$ cat src/source/cpu_pkg.sv
`default_nettype none

package cpu_pkg;

    localparam int data_w     = 16;
    localparam int addr_w     = 8;
    localparam int reg_addr_w = 3;

    typedef logic [data_w-1:0] word_t;
    typedef logic [addr_w-1:0] addr_t;

    typedef enum logic [2:0] {
        op_alu  = 3'b101,
        op_mov  = 3'b110,
        op_ldr  = 3'b011,
        op_str  = 3'b100,
        op_halt = 3'b111
    } opcode_t;

    typedef enum logic [1:0] {
        alu_add = 2'b00,
        alu_cmp = 2'b01,
        alu_and = 2'b10,
        alu_mvn = 2'b11
    } alu_op_t;

    // mov with op 10 is the immediate form, op 00 the register form
    localparam alu_op_t mov_imm_op = alu_and;

    typedef enum logic [1:0] {
        sh_none = 2'b00,
        sh_lsl  = 2'b01,
        sh_lsr  = 2'b10,
        sh_asr  = 2'b11
    } shift_t;

    typedef enum logic [1:0] {wb_c, wb_mem, wb_imm8} wb_sel_t;

    typedef enum logic [1:0] {rs_rn, rs_rd, rs_rm} reg_sel_t;

    typedef struct packed {
        opcode_t                opcode;
        alu_op_t                op;
        logic [reg_addr_w-1:0] rn;
        logic [reg_addr_w-1:0] rd;
        shift_t                 sh;
        logic [reg_addr_w-1:0] rm;
    } instr_reg_t;

    typedef struct packed {
        opcode_t                opcode;
        alu_op_t                op;
        logic [reg_addr_w-1:0] rn;
        logic [7:0]             imm8; // imm5 is the low five bits
    } instr_imm_t;

    typedef union packed {
        instr_reg_t r;
        instr_imm_t i;
    } instr_t;

    typedef enum logic [3:0] {
        s_reset, s_if1, s_if2, s_upc, s_dec,
        s_rd_a, s_rd_b, s_exec, s_wb,
        s_addr, s_mem_rd, s_mem_wb, s_str_d, s_str_w,
        s_halt
    } state_t;

endpackage

`default_nettype wire
$ cat src/source/ctrl_if.sv
`timescale 1ns/100ps
`default_nettype none

interface ctrl_if import cpu_pkg::*; ();
    logic     w_en;
    logic     en_a;
    logic     en_b;
    logic     en_c;
    logic     sel_a;     // first operand forced to zero
    logic     sel_b;     // second operand is sximm5
    logic     en_status;
    wb_sel_t  wb_sel;
    reg_sel_t reg_sel;

    modport src (output w_en, en_a, en_b, en_c, sel_a, sel_b, en_status, wb_sel, reg_sel);

    modport dst (input w_en, en_a, en_b, en_c, sel_a, sel_b, en_status, wb_sel);

    // the decoder only needs the register field select
    modport dst_dec (input reg_sel);
endinterface

`default_nettype wire

$ cat src/source/dec_if.sv
`timescale 1ns/100ps
`default_nettype none

interface dec_if import cpu_pkg::*; ();
    logic [reg_addr_w-1:0] r_addr;
    logic [reg_addr_w-1:0] w_addr;
    alu_op_t               alu_op;
    shift_t                shift_op;
    word_t                 sximm5;
    word_t                 sximm8;
    opcode_t               op;     // read by the controller at the top

    modport src (output r_addr, w_addr, alu_op, shift_op, sximm5, sximm8, op);

    modport dst (input r_addr, w_addr, alu_op, shift_op, sximm5, sximm8);
endinterface

`default_nettype wire

$ cat src/source/cpu.sv
`timescale 1ns/100ps
`default_nettype none

module cpu import cpu_pkg::*; (
    input  logic       clk,
    input  logic       arst_n,
    input  addr_t      start_pc,
    input  word_t      ram_r_data,
    output addr_t      ram_addr,
    output logic       ram_w_en,
    output word_t      ram_w_data,
    output word_t      out,
    output logic [2:0] status,
    output logic       halted
);

    instr_t ir;
    addr_t  pc, data_addr, next_pc;
    logic   load_ir, load_pc, clear_pc, load_addr, sel_addr;

    dec_if  dec_i ();
    ctrl_if ctl_i ();

    idecoder u_idecoder (
        .ir  (ir),
        .dec (dec_i),
        .ctl (ctl_i)
    );

    controller u_controller (
        .clk       (clk),
        .arst_n    (arst_n),
        .opcode    (dec_i.op),
        .op        (dec_i.alu_op),
        .ctl       (ctl_i),
        .load_ir   (load_ir),
        .load_pc   (load_pc),
        .clear_pc  (clear_pc),
        .load_addr (load_addr),
        .sel_addr  (sel_addr),
        .ram_w_en  (ram_w_en),
        .halted    (halted)
    );

    datapath u_datapath (
        .clk          (clk),
        .arst_n       (arst_n),
        .mdata        (ram_r_data),
        .dec          (dec_i),
        .ctl          (ctl_i),
        .datapath_out (out),
        .status       (status)
    );

    assign next_pc    = clear_pc ? start_pc : pc + addr_t'(1);
    assign ram_addr   = sel_addr ? pc : data_addr;
    assign ram_w_data = out; // store data sits in C

    always_ff @(posedge clk) begin
        if (load_ir)   ir        <= instr_t'(ram_r_data);
        if (load_pc)   pc        <= next_pc;
        if (load_addr) data_addr <= out[addr_w-1:0];
    end

endmodule

`default_nettype wire

$ cat src/source/datapath.sv
`timescale 1ns/100ps
`default_nettype none

module datapath import cpu_pkg::*; (
    input  logic       clk,
    input  logic       arst_n,
    input  word_t      mdata,
    dec_if.dst         dec,
    ctrl_if.dst        ctl,
    output word_t      datapath_out,
    output logic [2:0] status
);

    word_t regs [1 << reg_addr_w];
    word_t r_data, w_data;
    word_t a_q, b_q, c_q;
    word_t b_sh, ain, bin, alu_out;
    logic  ovf;

    always_comb begin
        case (ctl.wb_sel)
            wb_mem:  w_data = mdata;
            wb_imm8: w_data = dec.sximm8;
            default: w_data = c_q;
        endcase
    end

    assign r_data = regs[dec.r_addr];

    always_ff @(posedge clk) begin
        if (ctl.w_en) regs[dec.w_addr] <= w_data;
        if (ctl.en_a) a_q <= r_data;
        if (ctl.en_b) b_q <= r_data;
        if (ctl.en_c) c_q <= alu_out;
    end

    always_comb begin
        case (dec.shift_op)
            sh_lsl:  b_sh = {b_q[data_w-2:0], 1'b0};
            sh_lsr:  b_sh = {1'b0, b_q[data_w-1:1]};
            sh_asr:  b_sh = {b_q[data_w-1], b_q[data_w-1:1]};
            default: b_sh = b_q;
        endcase
    end

    assign ain = ctl.sel_a ? '0 : a_q;
    assign bin = ctl.sel_b ? dec.sximm5 : b_sh;

    always_comb begin
        ovf = 1'b0;
        case (dec.alu_op)
            alu_add: begin
                alu_out = ain + bin;
                ovf     = (ain[data_w-1] == bin[data_w-1]) &&
                          (alu_out[data_w-1] != ain[data_w-1]);
            end
            alu_cmp: begin
                alu_out = ain - bin;
                ovf     = (ain[data_w-1] != bin[data_w-1]) &&
                          (alu_out[data_w-1] != ain[data_w-1]);
            end
            alu_and: alu_out = ain & bin;
            default: alu_out = ~bin;
        endcase
    end

    // flags kept as {N, V, Z}
    always_ff @(posedge clk or negedge arst_n) begin
        if (!arst_n)
            status <= 3'b000;
        else if (ctl.en_status)
            status <= {alu_out[data_w-1], ovf, alu_out == '0};
    end

    assign datapath_out = c_q;

endmodule

`default_nettype wire

$ cat src/source/controller.sv
`timescale 1ns/100ps
`default_nettype none

module controller import cpu_pkg::*; (
    input  logic    clk,
    input  logic    arst_n,
    input  opcode_t opcode,
    input  alu_op_t op,
    ctrl_if.src     ctl,
    output logic    load_ir,
    output logic    load_pc,
    output logic    clear_pc,
    output logic    load_addr,
    output logic    sel_addr,
    output logic    ram_w_en,
    output logic    halted
);

    state_t state, next_state;
    logic   mov_imm;
    logic   is_mem;

    // opcode and op come from the instruction register, stable while executing
    assign mov_imm = (opcode == op_mov) && (op == mov_imm_op);
    assign is_mem  = (opcode == op_ldr) || (opcode == op_str);

    always_ff @(posedge clk or negedge arst_n) begin
        if (!arst_n) state <= s_reset;
        else         state <= next_state;
    end

    always_comb begin
        next_state = state;
        case (state)
            s_reset:  next_state = s_if1;
            s_if1:    next_state = s_if2;
            s_if2:    next_state = s_upc;
            s_upc:    next_state = s_dec;
            s_dec: begin
                case (opcode)
                    op_mov:         next_state = mov_imm ? s_wb : s_rd_b;
                    op_alu:         next_state = s_rd_a;
                    op_ldr, op_str: next_state = s_rd_a;
                    default:        next_state = s_halt; // halt and unknown codes
                endcase
            end
            s_rd_a:   next_state = (opcode == op_alu) ? s_rd_b : s_exec;
            s_rd_b:   next_state = s_exec;
            s_exec: begin
                if (is_mem)
                    next_state = s_addr;
                else if (opcode == op_alu && op == alu_cmp)
                    next_state = s_if1; // cmp only touches the flags
                else
                    next_state = s_wb;
            end
            s_wb:     next_state = s_if1;
            s_addr:   next_state = (opcode == op_ldr) ? s_mem_rd : s_str_d;
            s_mem_rd: next_state = s_mem_wb;
            s_mem_wb: next_state = s_if1;
            s_str_d:  next_state = s_str_w;
            s_str_w:  next_state = s_if1;
            default:  next_state = s_halt;
        endcase
    end

    always_comb begin
        ctl.w_en      = 1'b0;
        ctl.en_a      = 1'b0;
        ctl.en_b      = 1'b0;
        ctl.en_c      = 1'b0;
        ctl.sel_a     = 1'b0;
        ctl.sel_b     = 1'b0;
        ctl.en_status = 1'b0;
        ctl.wb_sel    = wb_c;
        ctl.reg_sel   = rs_rd;
        load_ir       = 1'b0;
        load_pc       = 1'b0;
        clear_pc      = 1'b0;
        load_addr     = 1'b0;
        sel_addr      = 1'b1; // program counter on the bus by default
        ram_w_en      = 1'b0;
        halted        = 1'b0;
        case (state)
            s_reset: begin
                clear_pc = 1'b1;
                load_pc  = 1'b1;
            end
            s_if2:   load_ir = 1'b1;
            s_upc:   load_pc = 1'b1;
            s_rd_a: begin
                ctl.reg_sel = rs_rn;
                ctl.en_a    = 1'b1;
            end
            s_rd_b: begin
                ctl.reg_sel = rs_rm;
                ctl.en_b    = 1'b1;
            end
            s_exec: begin
                ctl.en_c      = 1'b1;
                ctl.sel_a     = (opcode == op_mov);
                ctl.sel_b     = is_mem;                         // base plus offset
                ctl.en_status = (opcode == op_alu) && (op == alu_add || op == alu_cmp);
            end
            s_wb: begin
                ctl.w_en    = 1'b1;
                ctl.wb_sel  = mov_imm ? wb_imm8 : wb_c;
                ctl.reg_sel = mov_imm ? rs_rn : rs_rd;
            end
            s_addr: begin
                load_addr   = 1'b1;
                ctl.reg_sel = rs_rd; // rd into B, needed by str
                ctl.en_b    = 1'b1;
            end
            s_mem_rd: sel_addr = 1'b0;
            s_mem_wb: begin
                sel_addr    = 1'b0;
                ctl.w_en    = 1'b1;
                ctl.wb_sel  = wb_mem;
            end
            s_str_d: begin
                ctl.sel_a = 1'b1;
                ctl.en_c  = 1'b1;
            end
            s_str_w: begin
                sel_addr = 1'b0;
                ram_w_en = 1'b1;
            end
            s_halt:  halted = 1'b1;
            default: ;
        endcase
    end

endmodule

`default_nettype wire

$ cat src/source/idecoder.sv
`timescale 1ns/100ps
`default_nettype none

module idecoder import cpu_pkg::*; (
    input  instr_t         ir,
    dec_if.src             dec,
    ctrl_if.dst_dec        ctl
);

    logic imm_form;

    // mov #imm8, ldr and str carry an immediate where the shift field sits
    assign imm_form = (ir.r.opcode == op_mov && ir.r.op == mov_imm_op) ||
                      ir.r.opcode == op_ldr || ir.r.opcode == op_str;

    always_comb begin
        case (ctl.reg_sel)
            rs_rn:   dec.r_addr = ir.r.rn;
            rs_rd:   dec.r_addr = ir.r.rd;
            default: dec.r_addr = ir.r.rm;
        endcase
    end

    assign dec.w_addr   = dec.r_addr; // one field select serves both ports
    assign dec.op       = ir.r.opcode;
    assign dec.alu_op   = ir.r.op;
    assign dec.shift_op = imm_form ? sh_none : ir.r.sh;

    assign dec.sximm5 = {{(data_w-5){ir.i.imm8[4]}}, ir.i.imm8[4:0]};
    assign dec.sximm8 = {{(data_w-8){ir.i.imm8[7]}}, ir.i.imm8};

endmodule

`default_nettype wire

$ cat config.mk
export PLATFORM = sky130hd
export DESIGN_NAME = cpu
export DESIGN_NICKNAME = d
export VERILOG_FILES = /design/src/source/cpu_pkg.sv /design/src/source/ctrl_if.sv /design/src/source/dec_if.sv /design/src/source/cpu.sv /design/src/source/datapath.sv /design/src/source/controller.sv /design/src/source/idecoder.sv
export SDC_FILE = /design/constraint.sdc
export NUM_CORES = 1
export LEC_CHECK = 0
export BUFFER_PORTS_ARGS = -buffer_cell sky130_fd_sc_hd__buf_4
export CAP_MARGIN = 20
export CORE_MARGIN = 5
export CORE_UTILIZATION = 45
export CTS_CLUSTER_SIZE = 28
export DETAILED_ROUTE_END_ITERATION = 8
export PLACE_DENSITY = 0.63
export REMOVE_ABC_BUFFERS = 1
export SLEW_MARGIN = 20
export SYNTH_ARGS = -nofsm -noshare
export SYNTH_HDL_FRONTEND = slang
export SYNTH_SLANG_ARGS = --single-unit
$ cat constraint.sdc
create_clock -name clk -period 4.6 [get_ports clk]
set_input_delay 0.46 -clock clk [delete_from_list [all_inputs] [get_ports clk]]
set_output_delay 0.46 -clock clk [all_outputs]
set_load 0.005 [all_outputs]
After elaboration in Yosys (flattened, before gate mapping)
Memories as Yosys holds them, arrays and structs flattened.
Cells that the tools add are included.
{ "totals": {"input_bits": 26, "output_inout_bits": 45, "register_bits": 87, "memories": 1, "ramBits": 128} }
{ "memory_table": {"columns": ["name", "depth", "word_bits", "read_ports", "rd_clocked_by_memory_dff", "write_ports", "line_no", "source"], "rows": [
  ["u_datapath.regs", 8, 16, 1, 0, 1, "datapath.sv:14", "word_t regs [1 << reg_addr_w];"]
]} }
{ "op_classes": {"n_eq_ne": 30, "reduce_logical": 20, "bitwise": 2, "addsub": 3, "mux": 36} }
{ "op_table": {"columns": ["operator", "count"], "rows": [
  ["$pmux 16 s3", 2],
  ["$pmux 4 s11", 1],
  ["$mux 16", 2],
  ["$pmux 16 s2", 1],
  ["$eq 4x4->1 const B", 7],
  ["$add 16x16->16", 1],
  ["$and 16x16->16", 1],
  ["$eq 4x3->1 const B", 4],
  ["$logic_not 16->1", 1],
  ["$mux 1", 16],
  ["$mux 8", 2],
  ["$not 16->16", 1],
  ["$sub 16x16->16", 1],
  ["$mux 4", 3],
  ["$eq 3x3->1 const B", 3],
  ["$add 8x1->8 const B", 1],
  ["$eq 2x1->1 const B", 4],
  ["$eq 2x2->1 const B", 4],
  ["$eq 4x2->1 const B", 2],
  ["$pmux 4 s2", 1],
  ["$reduce_or 2->1", 4],
  ["$pmux 2 s3", 1],
  ["$pmux 3 s2", 1],
  ["$reduce_or 3->1", 2],
  ["13 further kinds", 25]
]} }

Longest topological paths before layout
Gate-level depths: netlist (run 1).
{ "depth": {"word_depth": 12, "ltp_mapped": 20, "mapped_depth_nobuf": 18} }

Hierarchy
A second synthesis (run 1) with hierarchy kept.
{ "unflattened": {"cells_unflattened": 945, "area_unflattened_um2": 11725.0} }
{ "modules_own_cells": {"columns": ["module", "area_per_inst_um2", "n_inst", "cells_per_inst"], "rows": [
  ["datapath", 9389.0, 1, 710],
  ["cpu", 1387.6, 1, 93],
  ["controller", 551.8, 1, 85],
  ["idecoder", 396.6, 1, 57]
]} }

Worst setup path after synthesis (run 1)
No wires, ideal clock.
{ "synth_timing": {"kind": "register -> register", "from": "register ir[12] in the netlist's numbering", "to": "register u_datapath.status[0]", "period_less_slack_ns": 4.950, "setup_slack_ns": -0.350, "t_arrival_ns": 4.858, "setup_time_ns": 0.092, "path_stages_with_launch": 20, "path_buffers": 2, "path_cell_list": "edfxtp_1 > buf_4 > and2b_1 > o21ai_0 > clkbuf_1 > nand2_1 > nor3_1 > o21bai_1 > a2111oi_0 > a21oi_1 > inv_1 > ha_1 > a2111oi_1 > a21oi_1 > a21oi_1 > mux2i_1 > or4b_4 > or4_1 > or4b_1 > o31ai_2"} }
{ "synth_via": {"elab_chain_len": 11, "elab_cells_between_ends": 21} }
{ "synth_rtl": {"columns": ["item", "line_no", "source"], "rows": [
  ["start: declaration", "cpu.sv:17", "instr_t ir;"],
  ["start signal: assignment", "cpu.sv:60", "if (load_ir) ir <= instr_t'(ram_r_data);"],
  ["$eq 2x2->1", "datapath.sv:51, idecoder.sv:13", null],
  ["$logic_and 1x1->1", "idecoder.sv:13", "assign imm_form = (ir.r.opcode == op_mov && ir.r.op == mov_imm_op) ||"],
  ["$logic_or 1x1->1", "idecoder.sv:13", null],
  ["$logic_or 1x1->1", "idecoder.sv:14", "ir.r.opcode == op_ldr || ir.r.opcode == op_str;"],
  ["$mux 2", "idecoder.sv:27", "assign dec.shift_op = imm_form ? sh_none : ir.r.sh;"],
  ["$eq 2x2->1 / $eq 2x1->1 (equally long branches)", "datapath.sv:38", "case (dec.shift_op)"],
  ["$pmux 16 s3", "datapath.sv:38", null],
  ["$mux 16", "datapath.sv:47", "assign bin = ctl.sel_b ? dec.sximm5 : b_sh;"],
  ["$sub 16x16->16, or another cell as far along", "datapath.sv:58", "alu_out = ain - bin;"],
  ["$pmux 16 s3 *", "datapath.sv:51", "case (dec.alu_op)"],
  ["named net u_datapath.alu_out[8]", "datapath.sv:17", "word_t b_sh, ain, bin, alu_out;"],
  ["$logic_not 16->1 *", "datapath.sv:72", "status <= {alu_out[data_w-1], ovf, alu_out == '0};"],
  ["end signal: assignment", "datapath.sv:72", null],
  ["end: declaration", "datapath.sv:11", "output logic [2:0] status"]
]} }
The timed path passes the listed nets; every way through them passes the cells marked *.
A chain may end at the register's enable or synchronous reset.

Worst setup path after layout (run 1)
{ "layout_timing": {"from": "register ir[14] in the netlist's numbering", "to": "register u_datapath.status[0]"} }
{ "layout_via": {"elab_chain_len": 11, "elab_cells_between_ends": 25} }
{ "layout_rtl": {"columns": ["item", "line_no"], "rows": [
  ["$eq 3x3->1", "controller.sv:101, idecoder.sv:13"],
  ["$logic_and 1x1->1", "idecoder.sv:13"],
  ["$logic_or 1x1->1", "idecoder.sv:13"],
  ["$logic_or 1x1->1", "idecoder.sv:14"],
  ["$mux 2", "idecoder.sv:27"],
  ["$eq 2x2->1 / $eq 2x1->1 (equally long branches)", "datapath.sv:38"],
  ["$pmux 16 s3", "datapath.sv:38"],
  ["$mux 16", "datapath.sv:47"],
  ["$sub 16x16->16, or another cell as far along", "datapath.sv:58"],
  ["$pmux 16 s3 *", "datapath.sv:51"],
  ["named net u_datapath.alu_out[8]", "datapath.sv:17"],
  ["$logic_not 16->1 *", "datapath.sv:72"]
]} }
Marks and branches as above.

==> flow_summary.json, run 1 <==
{
  "run_status": "finished, violations left",
  "violations": "setup timing",
  "dpl.hpwl_mm": 22.18,
  "root_buffer": "clkbuf_16",
  "holdPathEnd": "ir[0]$_DFFE_PP_",
  "wl_per_cell_um": 20.43,
  "remaining_drc_errors": 0,
  "io_buffers": 70,
  "synth.area.top_cells": "edfxtp_1 (54%), nand2_1 (6.5%), nand3_1 (3.9%), ha_1 (3.8%), o21ai_0 (3.2%)",
  "power.static_leakage_nw": 5.256,
  "rr_endpoint": "u_datapath.status[0]$_DFFE_PN0P_",
  "max_freq_ghz": 0.2165,
  "nNetsFinal": 1275,
  "fp.dieW_um": 170.3,
  "yosys.area.top_type": "edfxtp_1",
  "maxSlewHeadroom_pct": 27.84,
  "avgViaCountPerCell": 5.768,
  "ir_worst_vdd_v": 0.0003713,
  "die_area_mm2": 0.02899,
  "fin_skew_ns": 0.009154,
  "synth-main-ff-cell": "edfxtp_1",
  "clock_insertion_delay_worst_skew_ns": 0.52,
  "worst_pin_slew_ns": 1.071,
  "cts_buffers": 23,
  "timing.hold.ws_ns": 0.1208,
  "n_antenna_cell": 0,
  "finalWorstSetupSlack_ns": -0.01875,
  "synth_top_area_share_pct": 54.04,
  "synth.avg_cell_area_um2": 10.40,
  "cts_htree_levels": 1,
  "post_dp_cell_area_mm2": 0.01275,
  "drv_cap": 0,
  "antenna_found_initial": 0,
  "fin_crit_ns": 4.619,
  "dr.first_iter.drc_count": 842,
  "start_kind": "register",
  "timing.rr.start": "ir[14]$_DFFE_PP_",
  "netlist_area_mm2": 0.01156,
  "final_hold_viol_count": 0,
  "path_clk_slew_ns": 0.06,
  "critPathCaptureType": "register",
  "syn_inst": 1111,
  "ys_warn_count": 0,
  "synth_cell_type_count": 75,
  "ios": 71,
  "place_congestion": 0.9025,
  "via_count": 8987,
  "critPathRequiredTime_ns": 5.04,
  "critPathKind": "reg -> reg",
  "core-area_mm2": 0.02525,
  "report.final.slew_viol_count": 0,
  "drive_above_1_share_pct": 22.80,
  "fp.dieH_um": 170.3,
  "grt_max_degree": 49,
  "antenna_left": 0,
  "worst_hold_path_type": "in -> reg",
  "hold_start": "ram_r_data[0]",
  "cp_max_fo": 9,
  "overflow": 0,
  "most-common-layout-cells": "edfxtp_1 (208), nand2_1 (197), buf_4 (150)",
  "grt_first_pass_wirelength_mm": 48.39,
  "grtUsageTotal_pct": 21.30,
  "drt_wl_total_mm": 31.83,
  "async_flop_share_pct": 3.256,
  "rrSetupSlack_ns": -0.02,
  "powerDensity_mw_per_mm2": 709.9,
  "grt_pass1_vias": 8383,
  "finalInstanceArea_mm2": 0.01391,
  "cts_tree": "yes",
  "layout_commonest_cell": "edfxtp_1",
  "synth_edf_count": 208,
  "whs_path_depth": 1,
  "cts.sinks": 215,
  "finalSetupViolCount": 1,
  "firstDrtPassIters": 7,
  "start_util_pct": 45.76,
  "ys_ff_latch": 215,
  "crit_arrival_ns": 5.05,
  "period_share_pct": 100.4,
  "yosysSeqAreaShare_pct": 55.56,
  "clockBufferDepth": 3,
  "rsz0062_at_grt": "true",
  "r2r_cells": 18,
  "rows": 58,
  "synthToLayoutAreaGrowth_pct": 20.34
}
## layer usage
metal  vias to the layer above  global-route usage [%]  wire length [um]
li1                       4257                       -                 -
met1                      4378                   30.11             13950
met2                       295                   35.01             15240
met3                        57                   2.811              1692
met4                         0                   5.556               938
met5                         -                       0                 0
## worst max-delay path, stage by stage, from the launching register on
cell       delay [ns]
edfxtp_1         0.37
buf_4            0.18
nand3b_1         0.19
nand2_2          0.17
nor3_1           0.06
o21bai_1         0.16
a2111oi_1        0.45
a21oi_1          0.13
buf_4            0.16
ha_1             0.21
nor2b_2          0.19
a211oi_2         0.21
o21ai_1          0.13
nand2_1          0.07
nor3_1           0.05
or4b_4           0.53
or4_4            0.54
or4b_4           0.50
o31ai_4          0.21
## worst max-delay path by stage
stage / startpoint / endpoint / slack, ns / cells after the start
after floorplan: ir[11]$_DFFE_PP_ / u_datapath.status[0]$_DFFE_PN0P_ / -1.27 / 17
after global placement: ir[12]$_DFFE_PP_ / u_datapath.status[0]$_DFFE_PN0P_ / -0.04 / 17
after detailed placement: ir[12]$_DFFE_PP_ / u_datapath.status[0]$_DFFE_PN0P_ / -0.17 / 17
after CTS: ir[13]$_DFFE_PP_ / u_datapath.status[0]$_DFFE_PN0P_ / 0.004 / 16
after global routing: ir[14]$_DFFE_PP_ / u_datapath.status[0]$_DFFE_PN0P_ / -0.17 / 18
final: ir[14]$_DFFE_PP_ / u_datapath.status[0]$_DFFE_PN0P_ / -0.02 / 18
## state kept, by name, indices dropped and copies added, names as in the netlist
name / count
u_datapath.regs: 128
ir: 16
u_datapath.a_q: 16
u_datapath.b_q: 16
u_datapath.datapath_out: 16
data_addr: 8
pc: 8
u_controller.state: 4
u_datapath.status: 3
## through the flow
step	total power [mW]	util, %	worst slack [ns]	TNS, ns	instances
2_1_floorplan	5.894	-	-1.270	-33.01	1031
3_3_place_gp	7.695	50.50	-0.04084	-0.04084	1509
3_5_place_dp	7.727	50.50	-0.1736	-0.1736	1509
4_1_cts	9.532	53.44	0.004238	0	1551
5_1_grt	10.51	55.07	-0.1720	-0.1720	1558
6_report	9.874	55.07	-0.01875	-0.01875	1558
## power by group
part           total [mW]  leakage [nW]  switching (mW)  internal [mW]
clock                1.74         0.345           0.742           1.00
sequential           3.11          1.97           0.241           2.87
combinational        5.02          2.94            3.06           1.96
total                9.87          5.26            4.04           5.83
## cell families after synthesis
kind of cell | count (synthesis) | synth area share [%]
flops | 215 | 55.56
fa+ha+maj | 37 | 4.136
xor+xnor | 19 | 1.440
simple gates | 427 | 17.02
buf+inv | 132 | 5.186
compound gates | 261 | 14.70
mux | 20 | 1.960
## timing repair
item	CTS	global route
hold buffers	1	0
endpoints found under the hold margin	7	0
pin swaps	0	20
setup endpoints to repair	1	3
resized for setup	7	83
buffers inserted	0	7
## cell usage after synthesis (all sizes together), types with 6 or more instances
| master | instances |
|---|---|
| nand2 | 200 |
| clkbuf | 46 |
| inv | 51 |
| a21o | 17 |
| xor2 | 7 |
| mux2i | 8 |
| a21oi | 48 |
| o211ai | 11 |
| o31ai | 8 |
| or3 | 6 |
| nor2b | 11 |
| o21a | 7 |
| nand2b | 12 |
| edfxtp | 208 |
| a31oi | 18 |
| nor3 | 21 |
| mux2 | 11 |
| nor2 | 43 |
| ha | 35 |
| a22oi | 8 |
| xnor2 | 12 |
| o21ai | 76 |
| dfrtp | 7 |
| o22ai | 16 |
| nand3 | 91 |
| buf | 34 |
| and2 | 17 |
| a211oi | 7 |
## final cells by class
type / instances / area (um2)
timing repair buffer: 156 / 1205
multi-input combinational: 764 / 4970
clock buffer: 31 / 615.6
tap: 330 / 412.9
inverter: 52 / 195.2
sequential: 215 / 6421
fill: 2157 / 11350
clock inverter: 10 / 88.84
Power figures use the tool's default switching activity.
==> run 2, diff against run 1 <==
--- a/config.mk
+++ b/config.mk
@@ -7,11 +7,13 @@
 export LEC_CHECK = 0
 export BUFFER_PORTS_ARGS = -buffer_cell sky130_fd_sc_hd__buf_4
 export CAP_MARGIN = 20
+export CELL_PAD_IN_SITES_DETAIL_PLACEMENT = 1
+export CELL_PAD_IN_SITES_GLOBAL_PLACEMENT = 2
 export CORE_MARGIN = 5
-export CORE_UTILIZATION = 45
+export CORE_UTILIZATION = 37
 export CTS_CLUSTER_SIZE = 28
 export DETAILED_ROUTE_END_ITERATION = 8
-export PLACE_DENSITY = 0.63
+export PLACE_DENSITY = 0.76
 export REMOVE_ABC_BUFFERS = 1
 export SLEW_MARGIN = 20
 export SYNTH_ARGS = -nofsm -noshare
==> run 2 against run 1 <==
Net effect:
- the flow now finishes without violations
- worst hold slack gained 0.010 ns
- non-clock buffer count grew 55
- wire length grew 16%
- clock skew is essentially flat
- die area grew 20%
- sequential power is essentially flat
- sequential cell count is the same
- global-route usage shrank 0.85 points
- clock power grew 9%
- largest cell class unchanged
==> flow_summary.json, run 2 (synthesis gave the netlist of run 1 again) <==
{
  "critPathCaptureType": "register",
  "firstDrtPassIters": 5,
  "final_hold_viol_count": 0,
  "remaining_drc_errors": 0,
  "grt_max_degree": 49,
  "rsz0062_at_grt": "true",
  "max_stage_delay_ns": 0.55,
  "powerDensity_mw_per_mm2": 718.8,
  "dr.first_iter.drc_count": 521,
  "place_congestion": 0.8929,
  "grt_pass1_vias": 9685,
  "die_area_mm2": 0.03487,
  "report.final.slew_viol_count": 0,
  "critical_path.top_delay_family": "simple AND/OR/NAND/NOR gates",
  "drv_cap": 0,
  "fp.dieH_um": 186.7,
  "maxSlewHeadroom_pct": 22.71,
  "cp_max_fo": 11,
  "fin_crit_ns": 4.593,
  "rows": 64,
  "drt_wl_total_mm": 36.78,
  "cts.sinks": 215,
  "start_util_pct": 37.59,
  "critPathBufInv": 4,
  "start_kind": "register",
  "run_status": "completed",
  "critPathRequiredTime_ns": 5.03,
  "fp.dieW_um": 186.7,
  "cts_buffers": 25,
  "dpl.hpwl_mm": 27.36,
  "nNetsFinal": 1332,
  "nFillCells": 3387,
  "fin_util_pct": 46.96,
  "worst_pin_slew_ns": 1.147,
  "max_freq_ghz": 0.2177,
  "top_register": "u_datapath.regs",
  "critPathKind": "reg -> reg",
  "grt_first_pass_wirelength_mm": 56.90,
  "antenna_found_initial": 0,
  "clockBufferDepth": 3,
  "place_ws_ns": -0.1899,
  "root_buffer": "clkbuf_16",
  "finalWorstSetupSlack_ns": 0.007256,
  "worstPathCellList": "buf_4, nor3b_2, buf_4, o21ai_4, buf_8, a31oi_2, inv_1, ha_1, a2111oi_4, a21oi_1, a21oi_1, mux2i_1, or4b_4, or4_4, or4b_4, o31ai_4",
  "io_buffers": 70,
  "antenna_left": 0,
  "finalSetupViolCount": 0,
  "synthToLayoutAreaGrowth_pct": 24.94,
  "layout_commonest_cell": "edfxtp_1",
  "fin_skew_ns": 0.009470,
  "worst_hold_path_type": "in -> reg",
  "cts_htree_levels": 1,
  "ios": 71,
  "n_antenna_cell": 0,
  "most-common-layout-cells": "edfxtp_1 (208), buf_4 (203), nand2_1 (199)",
  "overflow": 0,
  "power.static_leakage_nw": 5.576,
  "path_clk_slew_ns": 0.07,
  "wl_per_cell_um": 21.85,
  "avgViaCountPerCell": 5.501,
  "core-area_mm2": 0.03075,
  "drive_above_1_share_pct": 25.87,
  "power_mw": 10.38,
  "period_share_pct": 99.84,
  "via_count": 9259,
  "tns_ns": 0,
  "largest_reg_flops": 128,
  "crit_arrival_ns": 5.02,
  "clock_insertion_delay_worst_skew_ns": 0.52,
  "cpMaxStageDelayCell": "or4_4",
  "ir_worst_vdd_v": 0.0004434,
  "cts_tree": "yes",
  "grtUsageTotal_pct": 20.45
}
-- run 2: worst paths after layout --
kind | startpoint | to | slack, ns | depth (start not counted)
setup / recovery | ir[13]$_DFFE_PP_ | u_datapath.status[0]$_DFFE_PN0P_ | 0.007 | 16
hold / removal | ram_r_data[0] | ir[0]$_DFFE_PP_ | 0.13 | 1
setup reg to reg | ir[13]$_DFFE_PP_ | u_datapath.status[0]$_DFFE_PN0P_ | 0.007 | 16
hold reg to reg | u_datapath.status[2]$_DFFE_PN0P_ | u_datapath.status[2]$_DFFE_PN0P_ | 0.54 | 2
max in group asynchronous | arst_n | u_controller.state[0]$_DFF_PN0_ | 4.13 | 2
min in group asynchronous | arst_n | u_datapath.status[0]$_DFFE_PN0P_ | 0.31 | 2
-- run 2: layout make-up --
| type | instances | area, um2 | share of cell area, % |
|---|---|---|---|
| Tap cell | 396 | 495.5 | 3.431 |
| Inverter | 52 | 197.7 | 1.369 |
| Multi-Input combinational cell | 764 | 4887 | 33.84 |
| Clock buffer | 29 | 640.6 | 4.436 |
| Sequential cell | 215 | 6421 | 44.47 |
| Clock inverter | 16 | 146.4 | 1.014 |
| Timing Repair Buffer | 211 | 1652 | 11.44 |
-- run 2: power breakdown --
group	internal [mW]	total (mW)	switching, mW
clock network	1.11	1.90	0.781
registers	2.87	3.09	0.226
logic	2.14	5.39	3.25
total	6.12	10.4	4.26
-- run 2: per-layer routing --
metal / up-vias / wire length (um) / global-route usage (%)
li1: 4357 / - / -
met4: 0 / 822 / 4.807
met3: 38 / 1249 / 1.906
met2: 156 / 18510 / 36.04
met1: 4708 / 16200 / 27.45
met5: - / 0 / 0
-- run 2: timing repair --
| item | 4_1_cts | 5_1_grt |
|---|---|---|
| buffers inserted | 5 | 9 |
| endpoints found under the hold margin | 7 | 0 |
| setup endpoints to repair | 2 | 3 |
| gates resized for setup | 18 | 61 |
| pin swaps | 6 | 21 |
| hold buffers | 1 | 0 |
-- run 2: stage by stage --
| stage | hold slack (ns) | cells | cell area [um2] |
|---|---|---|---|
| 3_3_place_gp | 0.3048 | 1623 | 13220 |
| 6_report | 0.1311 | 1683 | 14440 |
| 3_5_place_dp | 0.3084 | 1623 | 13230 |
| 2_1_floorplan | 0.1644 | 1031 | 11150 |
| 4_1_cts | 0.1069 | 1674 | 14120 |
| 5_1_grt | 0.1023 | 1683 | 14440 |
-- run 2: worst register-to-register path: cells and delay by family (launching register included) --
kind / cells / cell delay [ns]
AOI/OAI and AO/OA: 6 / 1.18
buffers and inverters: 4 / 0.58
DFF: 1 / 0.47
adders and majority gates: 1 / 0.35
and+or+nand+nor: 4 / 1.74
muxes: 1 / 0.19
